**config.mk**
```make
export PLATFORM = sky130hd
export DESIGN_NAME = cpuTop
export DESIGN_NICKNAME = d
export VERILOG_FILES = /design/src/rtl/cpuPkg.sv /design/src/rtl/sequencer.sv /design/src/rtl/addressUnit.sv /design/src/rtl/aluUnit.sv /design/src/rtl/cpuTop.sv
export SDC_FILE = /design/constraint.sdc
export NUM_CORES = 1
export LEC_CHECK = 0
export BUFFER_PORTS_ARGS = -buffer_cell sky130_fd_sc_hd__buf_4
export CORE_ASPECT_RATIO = 0.7
export CORE_MARGIN = 3
export CORE_UTILIZATION = 60
export DETAILED_ROUTE_END_ITERATION = 7
export GPL_ROUTABILITY_DRIVEN = 1
export GPL_TIMING_DRIVEN = 0
export PLACE_DENSITY_LB_ADDON = 0.25
export SKIP_CTS_REPAIR_TIMING = 1
export SYNTH_ARGS = -nofsm -noshare
export SYNTH_HDL_FRONTEND = slang
export SYNTH_SLANG_ARGS = --single-unit
```
**constraint.sdc**
```tcl
create_clock -name clk -period 6.75 [get_ports clk]
set_input_delay 0.675 -clock clk [delete_from_list [all_inputs] [get_ports clk]]
set_output_delay 0.675 -clock clk [all_outputs]
set_load 0.05 [all_outputs]
```
**src/rtl/cpuPkg.sv**
```systemverilog
package cpuPkg;

    // ################################################
    // Data widths.
    // ################################################

    typedef logic [7:0]  byte_t;
    typedef logic [15:0] addr_t;
    typedef logic [7:0]  psr_t;

    // Status bit positions.
    localparam int PSR_N = 7;
    localparam int PSR_V = 6;
    localparam int PSR_Z = 1;
    localparam int PSR_C = 0;

    // ################################################
    // Control encodings.
    // ################################################

    typedef enum logic [3:0] {
        Reset0, Reset1, Fetch, Decode, Operand1,
        Operand2, Execute, BranchTake, BranchFix, Write
    } cycle_t;

    typedef enum logic [2:0] {
        Pass, Adc, And, Eor, SetCarry, ClearCarry
    } aluOp_t;

    typedef enum logic [1:0] {
        Pc, Operand, Vector
    } addrSel_t;

    // Clocks per bus cycle.
    localparam int STEP_DIV = 4;
    typedef logic [$clog2(STEP_DIV)-1:0] stepCount_t;

    localparam addr_t RESET_VECTOR = 16'hFFFC;

    // Supported opcodes.
    localparam byte_t OP_LDA_IMM = 8'hA9;
    localparam byte_t OP_LDA_ABS = 8'hAD;
    localparam byte_t OP_STA_ABS = 8'h8D;
    localparam byte_t OP_ADC_IMM = 8'h69;
    localparam byte_t OP_AND_IMM = 8'h29;
    localparam byte_t OP_EOR_IMM = 8'h49;
    localparam byte_t OP_CLC     = 8'h18;
    localparam byte_t OP_SEC     = 8'h38;
    localparam byte_t OP_JMP_ABS = 8'h4C;
    localparam byte_t OP_BEQ     = 8'hF0;
    localparam byte_t OP_BNE     = 8'hD0;
    localparam byte_t OP_BCS     = 8'hB0;
    localparam byte_t OP_BCC     = 8'h90;

endpackage

```
**src/rtl/sequencer.sv**
```systemverilog
module sequencer (
    input  logic             clk,
    input  logic             rst,
    input  logic             ready,
    input  cpuPkg::byte_t    dataBusInput,
    input  cpuPkg::psr_t     psr,
    input  logic             pageCross,
    output logic             advance,
    output logic             sync,
    output logic             readNotWrite,
    output logic             pcInc,
    output logic             pcLoad,
    output logic             pcBranch,
    output logic             opLowLoad,
    output logic             opHighLoad,
    output logic             vectorLoad,
    output cpuPkg::addrSel_t addrSel,
    output cpuPkg::aluOp_t   aluOp,
    output logic             accLoad,
    output logic             psrLoad,
    output logic             dataOutLoad
);
    import cpuPkg::*;

    typedef enum logic [2:0] {
        ClsImplied, ClsFlag, ClsImmediate, ClsAbsRead, ClsAbsWrite, ClsJump, ClsBranch
    } opClass_t;

    stepCount_t stepCount;
    logic       step;
    byte_t      opcode;
    byte_t      decodeByte;
    opClass_t   opClass;
    aluOp_t     decodedOp;
    logic       branchTaken;
    cycle_t     state, nextState;

    // ################################################
    // Bus cycle step.
    // ################################################

    always_ff @(posedge clk) begin
        if (rst) begin
            stepCount <= '0;
        end else if (stepCount == stepCount_t'(STEP_DIV - 1)) begin
            stepCount <= '0;
        end else begin
            stepCount <= stepCount + 1'b1;
        end
    end

    assign step         = (stepCount == stepCount_t'(STEP_DIV - 1));
    // Bus is idle and strobes are quiet during reset.
    assign readNotWrite = rst | (state != Write);
    assign sync         = ~rst & (state == Fetch);
    // Ready only holds off reads.
    assign advance      = step & ~rst & (ready | ~readNotWrite);

    // ################################################
    // Opcode register and decode.
    // ################################################

    always_ff @(posedge clk) begin
        if (advance && state == Fetch) begin
            opcode <= dataBusInput;
        end
    end

    // The fetch cycle looks ahead at the bus to pick its successor.
    assign decodeByte = (state == Fetch) ? dataBusInput : opcode;

    always_comb begin
        opClass   = ClsImplied;
        decodedOp = Pass;
        case (decodeByte)
            OP_LDA_IMM: opClass = ClsImmediate;
            OP_LDA_ABS: opClass = ClsAbsRead;
            OP_STA_ABS: opClass = ClsAbsWrite;
            OP_ADC_IMM: begin
                opClass   = ClsImmediate;
                decodedOp = Adc;
            end
            OP_AND_IMM: begin
                opClass   = ClsImmediate;
                decodedOp = And;
            end
            OP_EOR_IMM: begin
                opClass   = ClsImmediate;
                decodedOp = Eor;
            end
            OP_CLC: begin
                opClass   = ClsFlag;
                decodedOp = ClearCarry;
            end
            OP_SEC: begin
                opClass   = ClsFlag;
                decodedOp = SetCarry;
            end
            OP_JMP_ABS: opClass = ClsJump;
            OP_BEQ, OP_BNE, OP_BCS, OP_BCC: opClass = ClsBranch;
            default: opClass = ClsImplied;
        endcase
    end

    always_comb begin
        case (opcode)
            OP_BEQ:  branchTaken = psr[PSR_Z];
            OP_BNE:  branchTaken = ~psr[PSR_Z];
            OP_BCS:  branchTaken = psr[PSR_C];
            OP_BCC:  branchTaken = ~psr[PSR_C];
            default: branchTaken = 1'b0;
        endcase
    end

    assign aluOp = decodedOp;

    // ################################################
    // Cycle state machine.
    // ################################################

    always_ff @(posedge clk) begin
        if (rst) begin
            state <= Reset0;
        end else if (advance) begin
            state <= nextState;
        end
    end

    always_comb begin
        nextState = Fetch;
        case (state)
            Reset0: nextState = Reset1;
            Reset1: nextState = Fetch;
            Fetch: begin
                if (opClass inside {ClsAbsRead, ClsAbsWrite, ClsJump}) begin
                    nextState = Operand1;
                end else begin
                    nextState = Decode;
                end
            end
            Decode: begin
                if (opClass == ClsBranch && branchTaken) begin
                    nextState = BranchTake;
                end
            end
            Operand1: nextState = Operand2;
            Operand2: begin
                if (opClass == ClsAbsRead) begin
                    nextState = Execute;
                end else if (opClass == ClsAbsWrite) begin
                    nextState = Write;
                end
            end
            BranchTake: nextState = pageCross ? BranchFix : Fetch;
            default: nextState = Fetch;
        endcase
    end

    always_comb begin
        case (state)
            Reset0, Reset1:  addrSel = Vector;
            Execute, Write:  addrSel = Operand;
            default:         addrSel = Pc;
        endcase
    end

    // Strobes fire only on the advancing clock.
    always_comb begin
        pcInc       = 1'b0;
        pcLoad      = 1'b0;
        pcBranch    = 1'b0;
        opLowLoad   = 1'b0;
        opHighLoad  = 1'b0;
        vectorLoad  = 1'b0;
        accLoad     = 1'b0;
        psrLoad     = 1'b0;
        dataOutLoad = 1'b0;
        if (advance) begin
            case (state)
                Reset0, Reset1: vectorLoad = 1'b1;
                Fetch:          pcInc = 1'b1;
                Decode: begin
                    case (opClass)
                        ClsImmediate: begin
                            pcInc   = 1'b1;
                            accLoad = 1'b1;
                            psrLoad = 1'b1;
                        end
                        ClsFlag: psrLoad = 1'b1;
                        ClsBranch: begin
                            opLowLoad = 1'b1;
                            pcBranch  = branchTaken;
                            pcInc     = ~branchTaken;
                        end
                        default: pcInc = 1'b0;
                    endcase
                end
                Operand1: begin
                    pcInc     = 1'b1;
                    opLowLoad = 1'b1;
                end
                Operand2: begin
                    pcLoad      = (opClass == ClsJump);
                    pcInc       = (opClass != ClsJump);
                    opHighLoad  = (opClass != ClsJump);
                    dataOutLoad = (opClass == ClsAbsWrite);
                end
                Execute: begin
                    accLoad = 1'b1;
                    psrLoad = 1'b1;
                end
                BranchFix: pcBranch = 1'b1;
                default: pcInc = 1'b0;
            endcase
        end
    end

    // ################################################
    // Checks.
    // ################################################

    syncIsRead: assert property (@(posedge clk) disable iff (rst)
        !(sync && !readNotWrite));

    legalState: assert property (@(posedge clk) disable iff (rst)
        state inside {Reset0, Reset1, Fetch, Decode, Operand1, Operand2,
                      Execute, BranchTake, BranchFix, Write});

endmodule

```
**src/rtl/addressUnit.sv**
```systemverilog
module addressUnit (
    input  logic             clk,
    input  logic             rst,
    input  logic             advance,
    input  logic             pcInc,
    input  logic             pcLoad,
    input  logic             pcBranch,
    input  logic             opLowLoad,
    input  logic             opHighLoad,
    input  logic             vectorLoad,
    input  cpuPkg::addrSel_t addrSel,
    input  cpuPkg::byte_t    dataBusInput,
    output cpuPkg::addr_t    address,
    output logic             pageCross
);
    import cpuPkg::*;

    byte_t      pcLow, pcHigh;
    byte_t      opLow, opHigh;
    logic       vectorHigh;
    addr_t      pcPlusOne;
    logic [8:0] branchSum;
    byte_t      fixedHigh;

    assign pcPlusOne = {pcHigh, pcLow} + 16'd1;

    // Offset is added to the low byte of the address after the offset byte.
    assign branchSum = {1'b0, pcPlusOne[7:0]} + {1'b0, dataBusInput};
    // Backward branches borrow, forward branches carry.
    assign fixedHigh = opLow[7] ? pcHigh - 8'd1 : pcHigh + 8'd1;

    // ################################################
    // Program counter.
    // ################################################

    always_ff @(posedge clk) begin
        if (advance) begin
            if (vectorLoad) begin
                if (vectorHigh) begin
                    pcHigh <= dataBusInput;
                end else begin
                    pcLow <= dataBusInput;
                end
            end else if (pcLoad) begin
                pcLow  <= opLow;
                pcHigh <= dataBusInput;
            end else if (pcBranch) begin
                if (pageCross) begin
                    pcHigh <= fixedHigh;
                end else begin
                    pcLow  <= branchSum[7:0];
                    pcHigh <= pcPlusOne[15:8];
                end
            end else if (pcInc) begin
                {pcHigh, pcLow} <= pcPlusOne;
            end
        end
    end

    always_ff @(posedge clk) begin
        if (rst) begin
            vectorHigh <= 1'b0;
            pageCross  <= 1'b0;
        end else if (advance) begin
            if (vectorLoad) begin
                vectorHigh <= ~vectorHigh;
            end
            if (pcBranch) begin
                pageCross <= pageCross ? 1'b0 : (branchSum[8] ^ dataBusInput[7]);
            end
        end
    end

    // Operand latches.
    always_ff @(posedge clk) begin
        if (advance && opLowLoad) begin
            opLow <= dataBusInput;
        end
        if (advance && opHighLoad) begin
            opHigh <= dataBusInput;
        end
    end

    always_comb begin
        case (addrSel)
            Operand: address = {opHigh, opLow};
            Vector:  address = {RESET_VECTOR[15:1], vectorHigh};
            default: address = {pcHigh, pcLow};
        endcase
    end

    oneSource: assert property (@(posedge clk) disable iff (rst)
        !(pcLoad && pcBranch));

endmodule

```
**src/rtl/aluUnit.sv**
```systemverilog
module aluUnit (
    input  logic           clk,
    input  logic           rst,
    input  logic           advance,
    input  cpuPkg::aluOp_t aluOp,
    input  logic           accLoad,
    input  logic           psrLoad,
    input  logic           dataOutLoad,
    input  cpuPkg::byte_t  dataBusInput,
    output cpuPkg::psr_t   psr,
    output cpuPkg::byte_t  dataBusOutput
);
    import cpuPkg::*;

    byte_t      acc;
    byte_t      result;
    psr_t       nextPsr;
    logic [8:0] sum;

    // Binary add with carry in.
    assign sum = {1'b0, acc} + {1'b0, dataBusInput} + {8'd0, psr[PSR_C]};

    // ################################################
    // ALU and flags.
    // ################################################

    always_comb begin
        result  = acc;
        nextPsr = psr;
        case (aluOp)
            Pass: result = dataBusInput;
            Adc: begin
                result         = sum[7:0];
                nextPsr[PSR_C] = sum[8];
                nextPsr[PSR_V] = (acc[7] == dataBusInput[7]) && (sum[7] != acc[7]);
            end
            And:        result = acc & dataBusInput;
            Eor:        result = acc ^ dataBusInput;
            SetCarry:   nextPsr[PSR_C] = 1'b1;
            ClearCarry: nextPsr[PSR_C] = 1'b0;
            default:    result = acc;
        endcase
        if (aluOp inside {Pass, Adc, And, Eor}) begin
            nextPsr[PSR_N] = result[7];
            nextPsr[PSR_Z] = (result == 8'd0);
        end
    end

    // ################################################
    // Registers.
    // ################################################

    always_ff @(posedge clk) begin
        if (rst) begin
            acc <= 8'd0;
            psr <= 8'd0;
        end else if (advance) begin
            if (accLoad) begin
                acc <= result;
            end
            if (psrLoad) begin
                psr <= nextPsr;
            end
        end
    end

    // Held for the whole write cycle.
    always_ff @(posedge clk) begin
        if (advance && dataOutLoad) begin
            dataBusOutput <= acc;
        end
    end

endmodule

```
**src/rtl/cpuTop.sv**
```systemverilog
module cpuTop (
    input  logic          clk,
    input  logic          rst,
    input  logic          ready,
    input  cpuPkg::byte_t dataBusInput,
    output cpuPkg::byte_t dataBusOutput,
    output cpuPkg::byte_t addressBusHigh,
    output cpuPkg::byte_t addressBusLow,
    output logic          sync,
    output logic          readNotWrite
);
    import cpuPkg::*;

    addr_t    address;
    psr_t     psr;
    logic     pageCross;
    logic     advance;
    logic     pcInc, pcLoad, pcBranch;
    logic     opLowLoad, opHighLoad, vectorLoad;
    addrSel_t addrSel;
    aluOp_t   aluOp;
    logic     accLoad, psrLoad, dataOutLoad;

    assign addressBusHigh = address[15:8];
    assign addressBusLow  = address[7:0];

    sequencer sequencer (
        .clk          (clk),
        .rst          (rst),
        .ready        (ready),
        .dataBusInput (dataBusInput),
        .psr          (psr),
        .pageCross    (pageCross),
        .advance      (advance),
        .sync         (sync),
        .readNotWrite (readNotWrite),
        .pcInc        (pcInc),
        .pcLoad       (pcLoad),
        .pcBranch     (pcBranch),
        .opLowLoad    (opLowLoad),
        .opHighLoad   (opHighLoad),
        .vectorLoad   (vectorLoad),
        .addrSel      (addrSel),
        .aluOp        (aluOp),
        .accLoad      (accLoad),
        .psrLoad      (psrLoad),
        .dataOutLoad  (dataOutLoad)
    );

    addressUnit addressUnit (
        .clk          (clk),
        .rst          (rst),
        .advance      (advance),
        .pcInc        (pcInc),
        .pcLoad       (pcLoad),
        .pcBranch     (pcBranch),
        .opLowLoad    (opLowLoad),
        .opHighLoad   (opHighLoad),
        .vectorLoad   (vectorLoad),
        .addrSel      (addrSel),
        .dataBusInput (dataBusInput),
        .address      (address),
        .pageCross    (pageCross)
    );

    aluUnit aluUnit (
        .clk           (clk),
        .rst           (rst),
        .advance       (advance),
        .aluOp         (aluOp),
        .accLoad       (accLoad),
        .psrLoad       (psrLoad),
        .dataOutLoad   (dataOutLoad),
        .dataBusInput  (dataBusInput),
        .psr           (psr),
        .dataBusOutput (dataBusOutput)
    );

endmodule

```
==> run metrics <==
vias in the first global route 4,386; switching share of power 0.269; Placeable Area 0.00801 mm2; GPL Wtd Cong 0.938; Routed WL 14.8 mm; fin. max-slew vios 0; number of synthesized flops with an enable pin 48; total grt overflow 0; Hold/Removal Path Class reg2reg; period utilization 0.567; H-tree Lvls 3; GR peak layer met1; critical path type reg2out; CTS root buf clkbuf_16; post-route ant nets 0; clock latency on the worst-skew pair 340 ps; # DRC 0; CP Capture Type output pin; Global Route Usage Sum 0.319; DIE AREA 0.00951 mm2; Internal Power 0.810 mW; Worst-Margin Slew 834 ps; outcome complete, no violations; DIE WIDTH 115 um; critical path arrival 3160 ps; Sink Count 66; Layout area overhead 14.1%; syn_area_per_cell 9.19 um2; via count 4,843; Vias/cell 6.93; number of cell rows 27; layout net count 634; Switching Power 0.298 mW; commonest non-fill, non-tap cell in the layout nand2_1; Seq pwr share 0.395; Logic pwr share 0.154; Period minus WS final 3830 ps; Power Density 194 mW/mm2; Initial DRC Count 602; M1 GR Usage 0.463; setup violators final 0; synth warn 0; leakage 2.13 nW; clock group share of total power 0.451; Critical Path RT 6070 ps; Hold Fails Final Rpt 0; number of buffers added on ports 36; CTS clk-pin slew, worst paths 50 ps; DR pass1 iterations 5; M3 GR Usage 0.115; met2 usage 0.452; TritonCTS clock tree done; Initial Util 0.627; total CTS buffers 9; share of layout cells above drive strength 1 0.137; sequential-to-total area share from yosys stat 0.359; commonest cells after routing, fill and taps aside nand2_1, edfxtp_1, nor2_1; CP Launch Type register; largest net degree at the start of global routing 15; async set or reset register ratio after synthesis 0; Post-Syn Area 0.00502 mm2; Rel. slew slack 0.442; Ports 37; max cap viols 0; final core occ 0.715; Primary FF master, synth edfxtp_1; syn nets 587; placed cells 683; Max FO, Critical Path 10; Unique masters post-synth 78; unrepaired setup endpoints after global routing no; Setup TNS Final 0 ps; Cells after Synth 546; fmax 0.261 GHz; Peak VDD IR 187 uV; post-DP HPWL 10.7 mm; first-pass GRT wire length 23.1 mm; initial antenna violation count 0; Final Power 1.11 mW; number of diodes 0; CTS max path bufs 2; FF+latch count, synth 66; WL/cell 21.1 um; non-filler instance count after layout 699; worst clock skew 8.86 ps; Die Span Y 82.5 um
==> power groups by stage <==
| stage | clock network (mW) | registers (mW) | logic [mW] |
|---|---|---|---|
| 2_1_floorplan | 0 | 0.446 | 0.112 |
| 3_3_place_gp | 0 | 0.446 | 0.162 |
| 3_5_place_dp | 0 | 0.447 | 0.167 |
| 6_report | 0.500 | 0.438 | 0.170 |
| 4_1_cts | 0.499 | 0.438 | 0.167 |
| 5_1_grt | 0.519 | 0.438 | 0.179 |
==> final timing paths <==
path,from,endpoint,slack [ps],cells after the start
setup / recovery,sequencer.state[3],addressBusHigh[2],2920,10
hold / removal,sequencer.stepCount[0],sequencer.stepCount[0],420,1
setup reg to reg,sequencer.state[1],addressUnit.pcLow[0],3450,9
hold reg to reg,sequencer.stepCount[0],sequencer.stepCount[0],420,1
==> layout make-up <==
cell class / count / area (um2)
multi-input combinational: 437 / 3030
fill: 570 / 2280
sequential: 66 / 1800
timing repair buffer: 36 / 270
clock buffer: 10 / 229
tap: 101 / 126
buffer: 26 / 124
clock inverter: 6 / 81.3
inverter: 17 / 63.8
==> layer usage <==
metal / vias to the layer above / share of wire
met2: 352 / 0.41
met4: 0 / 0.015
met1: 2293 / 0.43
met5: - / 0
met3: 28 / 0.14
li1: 2170 / -
==> Yosys cell counts, types with 4 or more instances <==
cell type,instances,share of area
a211oi_1,10,0.015
a21o_1,9,0.013
a21oi_1,43,0.043
a221o_1,6,0.012
a221oi_1,4,0.0070
a22oi_1,5,0.0075
a31oi_1,4,0.0050
and2_1,4,0.0050
and3_1,7,0.0087
and4_1,5,0.0087
clkbuf_1,18,0.013
dfxtp_1,18,0.072
edfxtp_1,48,0.29
fa_1,4,0.016
ha_1,26,0.065
inv_1,17,0.013
mux2i_1,9,0.018
nand2_1,51,0.038
nand2b_1,9,0.011
nand3_1,9,0.0090
nand4_1,5,0.0062
nor2_1,47,0.035
nor2b_1,9,0.011
nor3_1,11,0.011
nor3b_1,4,0.0060
nor4_1,5,0.0062
nor4b_1,4,0.0070
o211ai_1,6,0.0090
o21ai_0,39,0.039
or2_2,5,0.0062
or3_1,4,0.0050
xnor2_1,17,0.030
xor2_1,14,0.024
==> worst max-delay path, cell delays in order (launching register included) <==
cell	delay [ps]
dfxtp_1	410
clkbuf_1	350
nor2_1	110
and3_1	230
or2_2	340
inv_1	80
ha_1	320
clkbuf_1	440
a21oi_1	130
o21ai_0	190
buf_4	220
==> cells by family (layout without fill, tap and decap cells) <==
group / after synthesis / in the layout / synth area share
and+or+nand+nor: 201 / 201 / 0.223
adders and majority gates: 30 / 30 / 0.0808
DFF: 66 / 66 / 0.359
xor gates and xnor gates: 31 / 31 / 0.0541
buffers and inverters: 43 / 95 / 0.0374
muxes: 9 / 9 / 0.0180
AOI/OAI and AO/OA: 166 / 166 / 0.227
==> flip-flops by register name, indices dropped and copies added (netlist names), 2 cells and up <==
signal	count
sequencer.state	4
addressUnit.opLow	8
sequencer.opcode	8
sequencer.stepCount	2
aluUnit.psr	2
aluUnit.acc	8
addressUnit.pcHigh	8
aluUnit.dataBusOutput	8
addressUnit.opHigh	8
addressUnit.pcLow	8
==> per-stage QoR <==
step                setup WS, ps  instance area, um2  hold WS, ps
global placement            3220                5410          409
global route                2730                5720          449
CTS                         2980                5720          419
finish                      2920                5720          419
floorplan                   3130                5020          398
detailed placement          3190                5410          412
No activity file was read; power rests on OpenSTA's default activity.
